===== src/source/lc3b_isa_pkg.sv =====
package lc3b_isa_pkg;

    // data word and byte address
    typedef logic [15:0] lc3b_word;

    // register number, R0 to R7
    typedef logic [2:0] lc3b_reg;

    // only the supported subset carries a name
    typedef enum logic [3:0] {
        op_br  = 4'b0000,
        op_add = 4'b0001,
        op_and = 4'b0101,
        op_ldr = 4'b0110,
        op_str = 4'b0111,
        op_not = 4'b1001
    } lc3b_opcode;

    // ADD/AND with bit 5 clear
    typedef struct packed {
        lc3b_opcode opcode;
        lc3b_reg    dr;
        lc3b_reg    sr1;
        logic       imm_flag;
        logic [1:0] zero;
        lc3b_reg    sr2;
    } lc3b_inst_reg;

    // ADD/AND with bit 5 set
    typedef struct packed {
        lc3b_opcode opcode;
        lc3b_reg    dr;
        lc3b_reg    sr1;
        logic       imm_flag;
        logic [4:0] imm5;
    } lc3b_inst_imm;

    typedef union packed {
        lc3b_inst_reg r;
        lc3b_inst_imm i;
    } lc3b_inst;

endpackage : lc3b_isa_pkg


===== src/source/lc3b_ctrl_pkg.sv =====
package lc3b_ctrl_pkg;

    typedef enum logic [1:0] {
        alu_add  = 2'b00,
        alu_and  = 2'b01,
        alu_not  = 2'b10,
        alu_pass = 2'b11
    } alu_op;

    // value written back to the register file
    typedef enum logic {
        wb_alu = 1'b0,
        wb_mem = 1'b1
    } wb_sel;

    // generated in decode, carried down to result
    typedef struct packed {
        alu_op      aluop;
        logic       use_imm;
        logic       load_regfile;
        logic       load_cc;
        logic       mem_read;
        logic       mem_write;
        logic       is_branch;
        logic [2:0] nzp;
        wb_sel      wbsel;
    } lc3b_control_word;

endpackage : lc3b_ctrl_pkg


===== src/source/lc3b_fetch.sv =====
`timescale 1ns/100ps

module lc3b_fetch #(
    parameter lc3b_isa_pkg::lc3b_word RESET_PC = 16'h1000
) (
    input  logic                   clk,
    input  logic                   rst_n,
    input  logic                   mem_stall,
    input  logic                   hazard_stall,
    input  logic                   flush,
    input  lc3b_isa_pkg::lc3b_word target,
    input  logic                   resp_a,
    input  lc3b_isa_pkg::lc3b_word rdata_a,
    output logic                   read_a,
    output lc3b_isa_pkg::lc3b_word address_a,
    output logic                   if_valid,
    output lc3b_isa_pkg::lc3b_word if_inst,
    output lc3b_isa_pkg::lc3b_word if_pc
);

    // next fetch address, may run ahead of address_a after a flush
    lc3b_isa_pkg::lc3b_word pc;
    lc3b_isa_pkg::lc3b_word pc_next;
    logic drop;
    logic take;
    logic if_valid_next;

    // a word fetched before a flush is thrown away
    assign take = resp_a && !drop && !flush;

    always_comb begin
        pc_next = pc;
        if (flush) begin
            pc_next = target;
        end else if (take) begin
            pc_next = address_a + 16'd2;
        end
    end

    always_comb begin
        if_valid_next = if_valid;
        if (flush) begin
            if_valid_next = 1'b0;
        end else if (take) begin
            if_valid_next = 1'b1;
        end else if (!mem_stall && !hazard_stall) begin
            if_valid_next = 1'b0;
        end
    end

    always_ff @(posedge clk) begin
        if (!rst_n) begin
            pc        <= RESET_PC;
            address_a <= RESET_PC;
            read_a    <= 1'b0;
            drop      <= 1'b0;
            if_valid  <= 1'b0;
        end else begin
            pc       <= pc_next;
            drop     <= read_a && !resp_a && (drop || flush);
            if_valid <= if_valid_next;
            // start a read only once the slot is sure to be free at resp_a
            if (!read_a || resp_a) begin
                read_a    <= !if_valid_next;
                address_a <= pc_next;
            end
        end
    end

    always_ff @(posedge clk) begin
        if (take) begin
            if_inst <= rdata_a;
            if_pc   <= address_a + 16'd2;
        end
    end

    a_addr_stable: assert property (@(posedge clk) disable iff (!rst_n)
        read_a && !resp_a |=> $stable(address_a));

endmodule : lc3b_fetch


===== src/source/lc3b_decode.sv =====
`timescale 1ns/100ps

module lc3b_decode (
    input  logic                            clk,
    input  logic                            rst_n,
    input  logic                            mem_stall,
    input  logic                            flush,
    input  logic                            if_valid,
    input  lc3b_isa_pkg::lc3b_word          if_inst,
    input  lc3b_isa_pkg::lc3b_word          if_pc,
    input  lc3b_isa_pkg::lc3b_reg           ex_dest,
    input  logic                            ex_loads,
    input  lc3b_isa_pkg::lc3b_reg           wb_dest,
    input  logic                            wb_loads,
    input  lc3b_isa_pkg::lc3b_word          wb_data,
    output logic                            hazard_stall,
    output logic                            id_valid,
    output lc3b_ctrl_pkg::lc3b_control_word id_ctrl,
    output lc3b_isa_pkg::lc3b_word          id_src1_data,
    output lc3b_isa_pkg::lc3b_word          id_src2_data,
    output lc3b_isa_pkg::lc3b_word          id_imm,
    output lc3b_isa_pkg::lc3b_word          id_pc,
    output lc3b_isa_pkg::lc3b_reg           id_dest
);

    lc3b_isa_pkg::lc3b_inst          inst;
    lc3b_ctrl_pkg::lc3b_control_word ctrl;
    lc3b_isa_pkg::lc3b_word          imm;
    lc3b_isa_pkg::lc3b_reg           src2;
    lc3b_isa_pkg::lc3b_word          regs [8];
    logic use_src1;
    logic use_src2;
    logic id_loads;
    logic src1_busy;
    logic src2_busy;

    assign inst = if_inst;

    always_comb begin
        ctrl     = '0;
        imm      = 16'h0000;
        use_src1 = 1'b0;
        use_src2 = 1'b0;
        src2     = inst.r.sr2;
        case (inst.r.opcode)
            lc3b_isa_pkg::op_add, lc3b_isa_pkg::op_and: begin
                ctrl.aluop = (inst.r.opcode == lc3b_isa_pkg::op_add) ?
                             lc3b_ctrl_pkg::alu_add : lc3b_ctrl_pkg::alu_and;
                // bit 5 picks which view of the word applies
                ctrl.use_imm      = inst.i.imm_flag;
                ctrl.load_regfile = 1'b1;
                ctrl.load_cc      = 1'b1;
                use_src1          = 1'b1;
                use_src2          = !inst.r.imm_flag;
                imm               = {{11{inst.i.imm5[4]}}, inst.i.imm5};
            end
            lc3b_isa_pkg::op_not: begin
                ctrl.aluop        = lc3b_ctrl_pkg::alu_not;
                ctrl.load_regfile = 1'b1;
                ctrl.load_cc      = 1'b1;
                use_src1          = 1'b1;
            end
            lc3b_isa_pkg::op_ldr: begin
                ctrl.use_imm      = 1'b1;
                ctrl.mem_read     = 1'b1;
                ctrl.load_regfile = 1'b1;
                ctrl.load_cc      = 1'b1;
                ctrl.wbsel        = lc3b_ctrl_pkg::wb_mem;
                use_src1          = 1'b1;
                imm               = {{10{if_inst[5]}}, if_inst[5:0]};
            end
            lc3b_isa_pkg::op_str: begin
                ctrl.use_imm   = 1'b1;
                ctrl.mem_write = 1'b1;
                use_src1       = 1'b1;
                use_src2       = 1'b1;
                // store data comes from the SR field
                src2           = inst.r.dr;
                imm            = {{10{if_inst[5]}}, if_inst[5:0]};
            end
            lc3b_isa_pkg::op_br: begin
                ctrl.aluop     = lc3b_ctrl_pkg::alu_pass;
                ctrl.is_branch = 1'b1;
                ctrl.nzp       = if_inst[11:9];
                imm            = {{7{if_inst[8]}}, if_inst[8:0]};
            end
            default: begin
                ctrl = '0;
            end
        endcase
    end

    // producers in execute (own register) and in result
    assign id_loads  = id_valid && id_ctrl.load_regfile;
    assign src1_busy = (id_loads && id_dest == inst.r.sr1) ||
                       (ex_loads && ex_dest == inst.r.sr1);
    assign src2_busy = (id_loads && id_dest == src2) || (ex_loads && ex_dest == src2);
    assign hazard_stall = if_valid && ((use_src1 && src1_busy) || (use_src2 && src2_busy));

    always_ff @(posedge clk) begin
        if (wb_loads) begin
            regs[wb_dest] <= wb_data;
        end
    end

    always_ff @(posedge clk) begin
        if (!rst_n) begin
            id_valid <= 1'b0;
        end else if (flush) begin
            id_valid <= 1'b0;
        end else if (!mem_stall) begin
            id_valid <= if_valid && !hazard_stall;
        end
    end

    always_ff @(posedge clk) begin
        if (!mem_stall) begin
            id_ctrl      <= ctrl;
            id_src1_data <= regs[inst.r.sr1];
            id_src2_data <= regs[src2];
            id_imm       <= imm;
            id_pc        <= if_pc;
            id_dest      <= inst.r.dr;
        end
    end

    // a held instruction is still waiting in the next cycle
    a_hazard_holds_inst: assert property (@(posedge clk) disable iff (!rst_n)
        hazard_stall && !flush |=> if_valid && $stable(if_inst));

endmodule : lc3b_decode


===== src/source/lc3b_execute.sv =====
`timescale 1ns/100ps

module lc3b_execute (
    input  logic                            clk,
    input  logic                            rst_n,
    input  logic                            mem_stall,
    input  logic                            flush,
    input  logic                            id_valid,
    input  lc3b_ctrl_pkg::lc3b_control_word id_ctrl,
    input  lc3b_isa_pkg::lc3b_word          id_src1_data,
    input  lc3b_isa_pkg::lc3b_word          id_src2_data,
    input  lc3b_isa_pkg::lc3b_word          id_imm,
    input  lc3b_isa_pkg::lc3b_word          id_pc,
    input  lc3b_isa_pkg::lc3b_reg           id_dest,
    output logic                            ex_valid,
    output lc3b_ctrl_pkg::lc3b_control_word ex_ctrl,
    output lc3b_isa_pkg::lc3b_word          ex_alu,
    output lc3b_isa_pkg::lc3b_word          ex_target,
    output lc3b_isa_pkg::lc3b_word          ex_store_data,
    output lc3b_isa_pkg::lc3b_reg           ex_dest,
    output logic                            ex_loads
);

    lc3b_isa_pkg::lc3b_word scaled;
    lc3b_isa_pkg::lc3b_word opb;
    lc3b_isa_pkg::lc3b_word alu_out;

    // word offsets, for LDR/STR and BR alike
    assign scaled = {id_imm[14:0], 1'b0};

    always_comb begin
        if (!id_ctrl.use_imm) begin
            opb = id_src2_data;
        end else if (id_ctrl.mem_read || id_ctrl.mem_write) begin
            opb = scaled;
        end else begin
            opb = id_imm;
        end
    end

    always_comb begin
        unique case (id_ctrl.aluop)
            lc3b_ctrl_pkg::alu_add:  alu_out = id_src1_data + opb;
            lc3b_ctrl_pkg::alu_and:  alu_out = id_src1_data & opb;
            lc3b_ctrl_pkg::alu_not:  alu_out = ~id_src1_data;
            lc3b_ctrl_pkg::alu_pass: alu_out = id_src1_data;
        endcase
    end

    always_ff @(posedge clk) begin
        if (!rst_n) begin
            ex_valid <= 1'b0;
        end else if (flush) begin
            ex_valid <= 1'b0;
        end else if (!mem_stall) begin
            ex_valid <= id_valid;
        end
    end

    always_ff @(posedge clk) begin
        if (!mem_stall) begin
            ex_ctrl       <= id_ctrl;
            ex_alu        <= alu_out;
            // id_pc is already the incremented PC
            ex_target     <= id_pc + scaled;
            ex_store_data <= id_src2_data;
            ex_dest       <= id_dest;
        end
    end

    assign ex_loads = ex_valid && ex_ctrl.load_regfile;

endmodule : lc3b_execute


===== src/source/lc3b_result.sv =====
`timescale 1ns/100ps

module lc3b_result (
    input  logic                            clk,
    input  logic                            rst_n,
    input  logic                            ex_valid,
    input  lc3b_ctrl_pkg::lc3b_control_word ex_ctrl,
    input  lc3b_isa_pkg::lc3b_word          ex_alu,
    input  lc3b_isa_pkg::lc3b_word          ex_target,
    input  lc3b_isa_pkg::lc3b_word          ex_store_data,
    input  lc3b_isa_pkg::lc3b_reg           ex_dest,
    input  logic                            resp_b,
    input  lc3b_isa_pkg::lc3b_word          rdata_b,
    output logic                            read_b,
    output logic                            write_b,
    output lc3b_isa_pkg::lc3b_word          address_b,
    output lc3b_isa_pkg::lc3b_word          wdata_b,
    output logic                            mem_stall,
    output logic                            flush,
    output lc3b_isa_pkg::lc3b_word          target,
    output lc3b_isa_pkg::lc3b_reg           wb_dest,
    output logic                            wb_loads,
    output lc3b_isa_pkg::lc3b_word          wb_data
);

    logic [2:0] cc;
    logic complete;

    // request held from the stage register until resp_b
    assign read_b    = ex_valid && ex_ctrl.mem_read;
    assign write_b   = ex_valid && ex_ctrl.mem_write;
    assign address_b = ex_alu;
    assign wdata_b   = ex_store_data;

    assign mem_stall = (read_b || write_b) && !resp_b;
    assign complete  = ex_valid && !mem_stall;

    assign wb_data  = (ex_ctrl.wbsel == lc3b_ctrl_pkg::wb_mem) ? rdata_b : ex_alu;
    assign wb_dest  = ex_dest;
    assign wb_loads = complete && ex_ctrl.load_regfile;

    // nzp = 000 never matches, which makes the NOP
    assign flush  = complete && ex_ctrl.is_branch && |(ex_ctrl.nzp & cc);
    assign target = ex_target;

    always_ff @(posedge clk) begin
        if (!rst_n) begin
            cc <= 3'b010;
        end else if (complete && ex_ctrl.load_cc) begin
            if (wb_data[15]) begin
                cc <= 3'b100;
            end else if (wb_data == 16'h0000) begin
                cc <= 3'b010;
            end else begin
                cc <= 3'b001;
            end
        end
    end

    a_one_access: assert property (@(posedge clk) disable iff (!rst_n)
        !(read_b && write_b));

endmodule : lc3b_result


===== src/source/cpu_datapath.sv =====
`timescale 1ns/100ps

module cpu_datapath #(
    parameter lc3b_isa_pkg::lc3b_word RESET_PC = 16'h1000
) (
    input  logic                   clk,
    input  logic                   rst_n,

    // port A, instruction reads
    input  logic                   resp_a,
    input  lc3b_isa_pkg::lc3b_word rdata_a,
    output logic                   read_a,
    output lc3b_isa_pkg::lc3b_word address_a,

    // port B, data words
    input  logic                   resp_b,
    input  lc3b_isa_pkg::lc3b_word rdata_b,
    output logic                   read_b,
    output logic                   write_b,
    output lc3b_isa_pkg::lc3b_word address_b,
    output lc3b_isa_pkg::lc3b_word wdata_b
);

    // pipeline control
    logic mem_stall;
    logic hazard_stall;
    logic flush;
    lc3b_isa_pkg::lc3b_word target;

    // fetch to decode
    logic if_valid;
    lc3b_isa_pkg::lc3b_word if_inst;
    lc3b_isa_pkg::lc3b_word if_pc;

    // decode to execute
    logic id_valid;
    lc3b_ctrl_pkg::lc3b_control_word id_ctrl;
    lc3b_isa_pkg::lc3b_word id_src1_data;
    lc3b_isa_pkg::lc3b_word id_src2_data;
    lc3b_isa_pkg::lc3b_word id_imm;
    lc3b_isa_pkg::lc3b_word id_pc;
    lc3b_isa_pkg::lc3b_reg id_dest;

    // execute to result
    logic ex_valid;
    lc3b_ctrl_pkg::lc3b_control_word ex_ctrl;
    lc3b_isa_pkg::lc3b_word ex_alu;
    lc3b_isa_pkg::lc3b_word ex_target;
    lc3b_isa_pkg::lc3b_word ex_store_data;
    lc3b_isa_pkg::lc3b_reg ex_dest;
    logic ex_loads;

    // writeback into the register file
    lc3b_isa_pkg::lc3b_reg wb_dest;
    logic wb_loads;
    lc3b_isa_pkg::lc3b_word wb_data;

    lc3b_fetch #(
        .RESET_PC(RESET_PC)
    ) fetch_i (
        .clk, .rst_n, .mem_stall, .hazard_stall, .flush, .target,
        .resp_a, .rdata_a, .read_a, .address_a,
        .if_valid, .if_inst, .if_pc
    );

    lc3b_decode decode_i (
        .clk, .rst_n, .mem_stall, .flush,
        .if_valid, .if_inst, .if_pc,
        .ex_dest, .ex_loads, .wb_dest, .wb_loads, .wb_data,
        .hazard_stall, .id_valid, .id_ctrl,
        .id_src1_data, .id_src2_data, .id_imm, .id_pc, .id_dest
    );

    lc3b_execute execute_i (
        .clk, .rst_n, .mem_stall, .flush,
        .id_valid, .id_ctrl, .id_src1_data, .id_src2_data, .id_imm, .id_pc, .id_dest,
        .ex_valid, .ex_ctrl, .ex_alu, .ex_target, .ex_store_data, .ex_dest, .ex_loads
    );

    lc3b_result result_i (
        .clk, .rst_n,
        .ex_valid, .ex_ctrl, .ex_alu, .ex_target, .ex_store_data, .ex_dest,
        .resp_b, .rdata_b, .read_b, .write_b, .address_b, .wdata_b,
        .mem_stall, .flush, .target, .wb_dest, .wb_loads, .wb_data
    );

endmodule : cpu_datapath


===== config.mk =====
export PLATFORM = sky130hd
export DESIGN_NAME = cpu_datapath
export DESIGN_NICKNAME = d
export VERILOG_FILES = /design/src/source/lc3b_isa_pkg.sv /design/src/source/lc3b_ctrl_pkg.sv /design/src/source/lc3b_fetch.sv /design/src/source/lc3b_decode.sv /design/src/source/lc3b_execute.sv /design/src/source/lc3b_result.sv /design/src/source/cpu_datapath.sv
export SDC_FILE = /design/constraint.sdc
export NUM_CORES = 1
export LEC_CHECK = 0
export ABC_AREA = 1
export BUFFER_PORTS_ARGS = -buffer_cell sky130_fd_sc_hd__buf_2
export CORE_MARGIN = 2
export CORE_UTILIZATION = 40
export CTS_CLUSTER_SIZE = 20
export DETAILED_ROUTE_END_ITERATION = 8
export PLACE_DENSITY = 0.59
export SYNTH_ARGS = -nofsm -noshare
export SYNTH_HDL_FRONTEND = slang
export SYNTH_HIERARCHICAL = 1
export SYNTH_SLANG_ARGS = --single-unit

===== constraint.sdc =====
create_clock -name clk -period 2.6 [get_ports clk]
set_input_delay 0.26 -clock clk [delete_from_list [all_inputs] [get_ports clk]]
set_output_delay 0.26 -clock clk [all_outputs]
set_load 0.005 [all_outputs]

* Word-level counts from Yosys, hierarchy flattened
Memory sizes are Yosys's and may differ from the RTL's. A register that Yosys moved wholly into a read port is not among the register bits. Cells that the tools add are included.
Cells by class: add/subtract/negate cells 3, eq/ne operators 12, mux-type cells 24, bitwise logic cells 4, reduce and logical (&&, ||, !) cells 50
Operator list (count):
- $mux W16 | 5
- $pmux W16 S4 | 1
- $pmux W16 S3 | 1
- $add A16 B16 Y16 | 2
- $logic_and A1 B1 Y1 | 23
- $add A16 B2 Y16 const B | 1
- $and A16 B16 Y16 | 1
- $logic_not A16 Y1 | 1
- $not A16 Y16 | 1
- $eq A3 B3 Y1 | 4
- $eq A4 B3 Y1 const B | 3
- $logic_not A1 Y1 | 11
- $mux W1 | 9
- $logic_or A1 B1 Y1 | 7
- $mux W3 | 2
- $pmux W2 S3 | 1
- $reduce_or A2 Y1 | 3
- $reduce_or A5 Y1 | 1
- $eq A2 B2 Y1 const B | 2
- $eq A4 B1 Y1 const B | 1
- $eq A4 B4 Y1 const B | 1
- $logic_not A4 Y1 | 1
- $mux W2 | 2
- $mux W4 | 1
- other kinds (7) | 8
Storage, ports and cells: register bits 177, RAM bits 128, bits of input ports 36, output and inout bits 51, logic and storage cells 125, memories kept 1
Memory list:
- decode_i.regs | words 8, bits a word 16, read ports 2, clocked after memory_dff 2, write ports 1, RTL line lc3b_decode.sv:30 | lc3b_isa_pkg::lc3b_word regs [8];

* Logic depth before layout (Yosys ltp)
Gate-level depths: netlist (run 1).
word-level depth 14, mapped depth 17, mapped depth without buffers 16

* By module
The synthesis (run 1) kept the hierarchy.
Modules (own cells, without submodules):
- lc3b_decode | times used 1, cells each 790, area an instance 8918.6 µm², seq. area each 5965.7 µm²
- lc3b_execute | times used 1, cells each 522, area an instance 4302.9 µm², seq. area each 1911.8 µm²
- lc3b_fetch | times used 1, cells each 311, area an instance 2835.2 µm², seq. area each 1661.6 µm²
- lc3b_result | times used 1, cells each 144, area an instance 875.8 µm², seq. area each 60.1 µm²

* Least setup slack after synthesis (run 1)
Ideal clock, no wire load.
path type register -> register, start point register execute_i.ex_valid, end point register, netlist name decode_i/id_ctrl[0], library setup time 0.424 ns, data arrival time 2.111 ns, data required time 2.176 ns, setup slack 0.065 ns, cell stages (with the launch flop) 6, path buffers 0, period minus slack after synthesis 2.535 ns, cell sequence dfxtp_1 -> nand2_1 -> inv_2 -> o21bai_2 -> inv_1 -> inv_1
Between the ends: longest elaborated chain between the ends 3, elaborated cells on any way between the ends 4, classes of those cells 4 x reduce/logical
Ends and longest elaborated chain:
- start, declared | RTL line lc3b_execute.sv:15 | output logic ex_valid,
- start signal, assigned | RTL line lc3b_execute.sv:56 | ex_valid <= id_valid;
- $logic_and A1 B1 Y1 | RTL line lc3b_result.sv:30 | assign read_b = ex_valid && ex_ctrl.mem_read;
- net read_b | RTL line cpu_datapath.sv:18 | output logic read_b,
- $logic_or A1 B1 Y1 | RTL line lc3b_result.sv:35 | assign mem_stall = (read_b || write_b) && !resp_b;
- $logic_and A1 B1 Y1 | RTL line lc3b_result.sv:35
- net mem_stall | RTL line cpu_datapath.sv:25 | logic mem_stall;
The timed path passes the listed nets, and every way through them passes these cells. A chain may end at the register's enable or synchronous reset.

* Worst setup path in the final report (run 1)
start point register, netlist name decode_i/id_ctrl[5], end point register execute_i.ex_alu[15], data pin
Between the ends: longest elaborated chain between the ends 5, elaborated cells on any way between the ends 6, classes of those cells 1 x add/sub; 3 x mux; 1 x bitwise; 1 x reduce/logical
Ends and longest elaborated chain:
- $logic_or A1 B1 Y1 * | RTL line lc3b_execute.sv:34 | end else if (id_ctrl.mem_read || id_ctrl.mem_write) begin
- $mux W16 * | RTL line lc3b_execute.sv:34
- $mux W16 * | RTL line lc3b_execute.sv:32 | if (!id_ctrl.use_imm) begin
- $add A16 B16 Y16 / $and A16 B16 Y16 (equally long branches) | RTL line lc3b_execute.sv:43, lc3b_execute.sv:44
- $pmux W16 S4 * | RTL line lc3b_execute.sv:42 | unique case (id_ctrl.aluop)
- net execute_i.alu_out[15] | RTL line lc3b_execute.sv:26 | lc3b_isa_pkg::lc3b_word alu_out;
- end signal, assigned | RTL line lc3b_execute.sv:63 | ex_alu <= alu_out;
- end, declared | RTL line lc3b_execute.sv:17 | output lc3b_isa_pkg::lc3b_word ex_alu,
Mark *: on every way through the listed nets, which the timed path passes. The rest lies on a longest branch.

==> results of run 1 <==
[worst max-delay path, delay by kind of cell, from the launching register on]
kind | cells | cell delay, ps
AOI/OAI and AO/OA | 2 | 190
adders and majority gates | 1 | 390
buffers and inverters | 3 | 390
DFF | 1 | 430
and+or+nand+nor | 8 | 820
[routing by layer]
metal  GRT usage, %  vias up  wire [um]
met1           29.1     6096      20600
li1               -     6114          -
met3           2.98       87       2380
met5              0        -          0
met2           33.5      411      21000
met4           5.74        0       1110
[layout make-up]
type                    instances  area share (%)
flip-flops and latches        330            49.5
well taps                     539            3.51
inverters                     224            4.43
multi-input cells            1082            30.4
clock inverters                22            1.03
clock buffers                  45            5.25
repair buffers                160            5.86
[report_power, final]
| part | internal [mW] | total (mW) | leakage [nW] | switching (mW) |
|---|---|---|---|---|
| registers | 6.62 | 7.00 | 3.22 | 0.386 |
| clock network | 2.99 | 5.17 | 0.582 | 2.18 |
| logic | 1.12 | 3.27 | 4.32 | 2.15 |
[final timing paths]
path                                           from                    to  slack (ps)
worst min-delay path                          rst_n         fetch_i/pc[3]         120
worst max-delay path            decode_i/id_ctrl[5]  execute_i/ex_alu[15]         130
worst min register to register  decode_i/id_ctrl[2]  execute_i/ex_ctrl[2]         420
worst max register to register  decode_i/id_ctrl[5]  execute_i/ex_alu[15]         130
[layout by cell type, fill, tap and decap left out, types with 5 or more instances in the layout]
cell type / count
o31a_1: 15
nand2_1: 326
a21oi_2: 9
a21oi_1: 140
o21ai_1: 5
edfxtp_1: 290
inv_2: 11
xor2_1: 13
dfxtp_1: 40
nand4_1: 11
a31oi_1: 21
a221oi_1: 15
inv_1: 209
nand2_2: 41
clkinv_1: 5
nor2_2: 7
nand3_1: 93
o21ai_2: 5
xnor2_1: 9
o211ai_1: 36
ha_1: 27
o21ai_0: 128
buf_2: 86
buf_12: 7
clkinvlp_4: 6
o21bai_1: 8
dlygate4sd3_1: 16
nor2_1: 121
clkinv_2: 9
clkbuf_16: 38
nand3_2: 6
buf_4: 48
[metrics by stage]
step	util [%]	area, um2
floorplan	-	16800
global placement	42.0	17500
detailed placement	42.0	17500
CTS	45.4	19000
global route	46.0	19200
finish	46.0	19200
[flip-flops by register name (all words and copies together) (netlist names), 9 cells and up]
register,cells
execute_i/ex_store_data,16
fetch_i/if_pc,16
decode_i/id_src1_data,16
execute_i/ex_ctrl,9
fetch_i/pc,16
decode_i/id_src2_data,16
fetch_i/if_inst,16
decode_i/id_imm,9
decode_i/id_ctrl,10
decode_i/id_pc,16
fetch_i/address_a,16
decode_i/regs,128
execute_i/ex_target,16
execute_i/ex_alu,16
[repair_timing]
item,4_1_cts,5_1_grt
pin swaps,2,24
hold buffers,16,0
resized for setup,3,57
endpoints found under the setup margin,1,9
buffers inserted,6,9
endpoints found under the hold margin,16,0
==> reports/qor.txt, run 1 <==
# diodes: 0
Setup Skew: 16.4 ps
Root Driver: clkbuf_16
Skew-Pair Late Insertion Delay: 560 ps
critical path arrival: 2770 ps
GRT overflow: 0
Hold Path Depth: 3
hold crit path type: in -> reg
first-pass GRT wire length: 69,200 um
share of cells above drive strength 1: 16.7%
RD Place Congestion: 0.864
synth warn: 6
Nets: 1,905
Initial Utilization: 40.3%
CORE AREA: 41,800 um2
initial antenna violation count: 0
crit-path cells: nor2_4 > clkinvlp_4 > buf_6 > buf_6 > o21ai_2 > a21oi_2 > ha_1 > nand2_2 > nor3_2 > nand2_1 > nand2_1 > nand2_1 > nand3_1 > nand2_1
slowest CP cell: edfxtp_1
WHS: 116 ps
cell count after placement: 2,304
P_leak: 8.12 nW
Avg Inst Size Synth: 9.55 um2
Crit path top cell by count: nand2_1
num ports: 87
via/cell ratio: 5.29
CTS sink cnt: 330
crit path max fanout: 6
hpwl dp: 30,500 um
DR iter-0 viols: 1,307
worst vdd ir: 398 uV
Sum Neg Setup Slack: 0 ps
multi-input logic area: 5840 um2
largest net degree at the start of global routing: 66
clock buffer depth: 3
Power Dens Cells: 804 nW/um2
number of global-route vias before repair: 12,130
H-tree Lvls: 2
final worst path period share: 95.1%
worst rel slew slack: 55.5%
final-report hold violation count: 0
CTS tree: done
CP startpoint kind: flop
Max-Cap Viols: 0
status: finished clean
crit end category: flop
Mapped Area: 16,800 um2
Critical Path RT: 2900 ps
slowest cell delay on critical path: 430 ps
register area: 9510 um2
DR DRC count: 0
Syn Nets: 1,834
fin cells: 2,402
Slew Limit Fails: 0
Cell Rows: 75
Filler Cells Inserted: 3,840
total design power: 15.4 mW
Detailed Route WL: 45,200 um
synthesis-to-layout area growth: 14.0%
Cells after Synth: 1,764
R2R depth: 14
Vias: 12,708
minimum clock period: 2470 ps
TritonRoute pass-1 iters: 6
remaining antenna violation count: 0
Die ar.: 43,800 um2
CP Class: reg -> reg
drt wl/cell: 18.8 um
Port Buffers: 86
slew at the pin closest to its max-slew limit: 666 ps
clock slew at reported path FFs: 60 ps
Die X: 209 um
Final Setup Violations: 0
clock buffer count from CTS: 37
die height: 209 um
worst setup margin: 128 ps
dpl ws: 27.3 ps
fmax: 405 MHz
GRT Util Overall: 20.7%
(Power assumes the default switching activity.)
==> run 2: changes to the inputs <==
BUFFER_PORTS_ARGS = -buffer_cell sky130_fd_sc_hd__buf_4   (was -buffer_cell sky130_fd_sc_hd__buf_2)
PLACE_DENSITY = 0.57   (was 0.59)
clock period = 3.1 ns   (was 2.6 ns; I/O delays follow)
==> run 2 against run 1 <==
Sequential power down 16%. Flip-flop and latch count unchanged. Worst setup slack improved by 290 ps. Critical endpoint is now execute_i/ex_alu[12]. Highest routed layer is now met5.
==> reports/qor.txt, run 2 (same netlist as run 1, synthesis figures left out) <==
die height: 209 um
Vias: 12,543
DR iter-0 viols: 1,034
minimum clock period: 2680 ps
CP startpoint kind: flop
fmax: 373 MHz
hpwl dp: 31,200 um
via/cell ratio: 5.27
hold crit path type: in -> reg
Reg with most FFs: decode_i/regs
clock buffer depth: 3
RSZ-0062 raised after global routing: false
worst r2r src: decode_i/id_ctrl[0]
commonest non-fill, non-tap cells in the layout: nand2_1 (347), edfxtp_1 (290), inv_1 (212), a21oi_1 (148), o21ai_0 (133)
Critical Path RT: 3390 ps
Min-Delay Endpoint: execute_i/ex_valid
initial antenna violation count: 2
CTS resizes: 0
Hold Path Depth: 3
GRT Util Overall: 20.8%
TritonRoute pass-1 iters: 6
worst setup margin: 417 ps
slew at the pin closest to its max-slew limit: 803 ps
WP buf/inv: 2
WHS: 125 ps
Nets: 1,882
cell depth of the worst setup path: 13
CORE AREA: 41,800 um2
commonest non-fill, non-tap cell in the layout: nand2_1
Crit path top cell by count: nand3_1
Setup Skew: 14.0 ps
GRT overflow: 0
Sum Neg Setup Slack: 0 ps
RD Place Congestion: 0.882
crit-path leading delay family: simple AND/OR/NAND/NOR gates
r2r setup slk: 420 ps
worst vdd ir: 398 uV
Cell Rows: 75
Final Setup Violations: 0
Port Buffers: 86
dpl ws: 445 ps
Filler Cells Inserted: 3,907
share of cells above drive strength 1: 12.8%
largest net degree at the start of global routing: 65
final worst path period share: 86.6%
critical path arrival: 2970 ps
crit end category: flop
Skew-Pair Late Insertion Delay: 540 ps
P_leak: 8.08 nW
Detailed Route WL: 45,400 um
Max-Cap Viols: 0
crit path max fanout: 16
Root Driver: clkbuf_16
clock slew at reported path FFs: 60 ps
Slew Limit Fails: 0
status: finished clean
first-pass GRT wire length: 69,700 um
H-tree Lvls: 2
max reg flops: 128
crit-path cells: nor2_4 > inv_1 > o211ai_1 > o21ai_0 > fa_1 > inv_1 > nand3_1 > nand3_1 > nand3_1 > nand3_1 > nand2_1 > nand3_1 > nand2_1
remaining antenna violation count: 0
R2R depth: 13
Power Dens Cells: 689 nW/um2
Die X: 209 um
slowest CP cell: edfxtp_1
Worst R2R End: execute_i/ex_alu[12]
drt wl/cell: 19.1 um
CTS sink cnt: 330
num ports: 87
Die ar.: 43,800 um2
# diodes: 0
total design power: 13.2 mW
synthesis-to-layout area growth: 13.4%
Initial Utilization: 40.3%
worst rel slew slack: 46.4%
CTS tree: done
clock buffer count from CTS: 39
slowest cell delay on critical path: 450 ps
hold path startpoint: rst_n
DR DRC count: 0
CP Class: reg -> reg
number of global-route vias before repair: 12,187
final-report hold violation count: 0
[run 2: changes by cell type in the layout (fill, tap and decap cells not counted), moves of 8 or more]
| cell | change |
|---|---|
| a21oi_1 | +8 |
| a21oi_2 | -8 |
| buf_2 | -86 |
| buf_4 | +68 |
| nand2_1 | +21 |
| nand2_2 | -21 |
[run 2: cell type report]
class                   instances  area [um2]  area share [%]
well taps                     539         674            3.53
repair buffers                135        1090            5.71
inverters                     224         847            4.44
clock inverters                22         265            1.39
clock buffers                  48        1030            5.39
flip-flops and latches        330        9510            49.8
multi-input cells            1082        5680            29.7
[run 2: through the flow]
stage                     util, %  cell area [um2]  instances
after floorplan                 -            16800       1764
after global routing         45.7            19100       2380
after CTS                    45.7            19100       2380
after detailed placement     42.2            17600       2294
final                        45.7            19100       2380
after global placement       42.2            17600       2294
[run 2: how the worst max path moves through the flow]
stage                                   start              endpoint
after floorplan            execute_i/ex_valid   decode_i/id_ctrl[0]
after global placement    decode_i/id_ctrl[5]  execute_i/ex_alu[12]
after detailed placement  decode_i/id_ctrl[5]  execute_i/ex_alu[12]
after CTS                 decode_i/id_ctrl[0]  execute_i/ex_alu[12]
after global routing      decode_i/id_imm[14]  execute_i/ex_alu[15]
final                     decode_i/id_ctrl[0]  execute_i/ex_alu[12]
[run 2: routing by layer]
metal  share of wire (%)  track usage, %  up-vias
li1                    -               -     6062
met1                  45            28.7     6023
met2                  46            33.7      383
met3                 6.3            3.76       73
met4                 2.2            6.21        2
met5               0.029               0        -
[run 2: what timing repair did]
action,CTS,global route
buffers inserted,0,0
hold endpoints to repair,16,0
hold buffers,16,0
[run 2: worst min-delay path: cells and delay by family]
kind,cells,cell delay [ps]
buf+inv,2,260
simple gates,1,40
[run 2: power by group]
| part | switching [mW] | internal [mW] |
|---|---|---|
| registers | 0.333 | 5.55 |
| logic | 1.73 | 0.889 |
| clock network | 1.79 | 2.86 |
==> run 3: changes to the inputs <==
CTS_BUF_LIST = sky130_fd_sc_hd__clkbuf_4 sky130_fd_sc_hd__clkbuf_8 sky130_fd_sc_hd__clkbuf_16   (was unset)
SLEW_MARGIN = 20   (was unset)
==> run 3 against run 2 <==
Clock power grew 1%. First-iteration DRC count shrank 6.2%. Critical endpoint unchanged. Maximum frequency grew 0.31%. Die area is the same. Largest cell class unchanged. Final area grew 0.14%. Flip-flop and latch count is the same. Largest power group unchanged. Hold slack lost 1.4 ps. Final cell count is the same. Via count shrank 0.37%. Sequential power is essentially flat. Sequential share of layout area shrank 0.068 points.
==> reports/qor.txt, run 3 (same netlist as run 1, synthesis figures left out) <==
Detailed Route WL: 45,400 um
via/cell ratio: 5.25
CP startpoint kind: flop
max reg flops: 128
synthesis-to-layout area growth: 13.5%
cell count after placement: 2,294
number of global-route vias before repair: 12,177
clock buffer depth: 3
Setup Skew: 15.1 ps
H-tree Lvls: 2
fmax: 374 MHz
RSZ-0062 raised after global routing: false
hold buffers post-CTS: 16
minimum clock period: 2670 ps
Nets: 1,882
DR iter-0 viols: 970
final-report hold violation count: 0
fin cells: 2,380
worst vdd ir: 398 uV
setup bufs post-CTS: 0
DR DRC count: 0
P_leak: 8.10 nW
status: finished clean
CTS resizes: 0
Final Setup Violations: 0
Reg with most FFs: decode_i/regs
hold crit path type: in -> reg
CP Class: reg -> reg
clock slew at reported path FFs: 60 ps
share of cells above drive strength 1: 13.2%
Die ar.: 43,800 um2
CORE AREA: 41,800 um2
crit end category: flop
Sum Neg Setup Slack: 0 ps
RD Place Congestion: 0.882
drt wl/cell: 19.1 um
register area: 9510 um2
critical path arrival: 2960 ps
commonest non-fill, non-tap cells in the layout: nand2_1 (347), edfxtp_1 (290), inv_1 (212), a21oi_1 (148), o21ai_0 (133)
multi-input logic area: 5680 um2
Port Buffers: 86
Critical Path RT: 3390 ps
die height: 209 um
Cell Rows: 75
clock buffer count from CTS: 39
Initial Utilization: 40.3%
# diodes: 0
Power Dens Cells: 691 nW/um2
final worst path period share: 86.3%
first-pass GRT wire length: 69,600 um
Slew Limit Fails: 0
Vias: 12,496
GRT overflow: 0
initial antenna violation count: 2
GRT Util Overall: 20.8%
Max-Cap Viols: 0
TritonRoute pass-1 iters: 6
CTS tree: done
commonest non-fill, non-tap cell in the layout: nand2_1
slew at the pin closest to its max-slew limit: 829 ps
Skew-Pair Late Insertion Delay: 550 ps
Root Driver: clkbuf_16
largest net degree at the start of global routing: 65
worst rel slew slack: 44.7%
Filler Cells Inserted: 3,905
crit path max fanout: 16
hpwl dp: 31,200 um
remaining antenna violation count: 0
num ports: 87
Die X: 209 um
CTS sink cnt: 330
[run 3: cell counts in the layout (fill, tap and decap cells not counted)]
Identical to the previous run, type by type.
[run 3: metal layers]
metal | track usage (%) | vias to the layer above | routed length (um)
met5 | 0 | - | 13
met4 | 6.21 | 2 | 944
met3 | 3.76 | 68 | 2700
met2 | 33.6 | 358 | 21100
met1 | 28.7 | 6002 | 20600
li1 | - | 6066 | -
[run 3: where the power goes]
part           leakage [nW]  internal [mW]  switching [mW]  total (mW)
clock                 0.654           2.92            1.79        4.71
sequential             3.22           5.55           0.331        5.89
combinational          4.23          0.889            1.73        2.62
[run 3: critical path, stage by stage, from the launching register on]
cell	delay, ps
edfxtp_1	450
nor2_4	160
inv_1	220
o211ai_1	220
o21ai_0	190
fa_1	450
inv_1	90
nand3_1	70
nand3_1	150
nand3_1	150
nand3_1	100
nand2_1	60
nand3_1	70
nand2_1	50
[run 3: path summary, 6_finish.rpt]
check,slack [ps],endpoint,cells past startpoint,startpoint
worst max-delay path,430,execute_i/ex_alu[12],13,decode_i/id_ctrl[0]
worst min-delay path,120,execute_i/ex_valid,3,rst_n
worst max register to register,430,execute_i/ex_alu[12],13,decode_i/id_ctrl[0]
worst min register to register,420,execute_i/ex_ctrl[2],0,decode_i/id_ctrl[2]
[run 3: final cells by class]
| class | count | area share (%) |
|---|---|---|
| flip-flops and latches | 330 | 49.7 |
| well taps | 539 | 3.53 |
| clock inverters | 22 | 1.39 |
| multi-input cells | 1082 | 29.7 |
| repair buffers | 135 | 5.71 |
| inverters | 224 | 4.43 |
| clock buffers | 48 | 5.52 |
[run 3: per-stage QoR]
| stage | hold slack [ps] | power, mW | util (%) | setup slack, ps | instance area (um2) |
|---|---|---|---|---|---|
| 3_3_place_gp | 403 | 8.54 | 42.2 | 552 | 17600 |
| 4_1_cts | 81.0 | 13.3 | 45.8 | 431 | 19100 |
| 6_report | 123 | 13.2 | 45.8 | 425 | 19100 |
| 3_5_place_dp | 405 | 8.56 | 42.2 | 445 | 17600 |
| 5_1_grt | 98.4 | 13.8 | 45.8 | 213 | 19100 |
| 2_1_floorplan | 400 | 7.67 | - | 565 | 16800 |
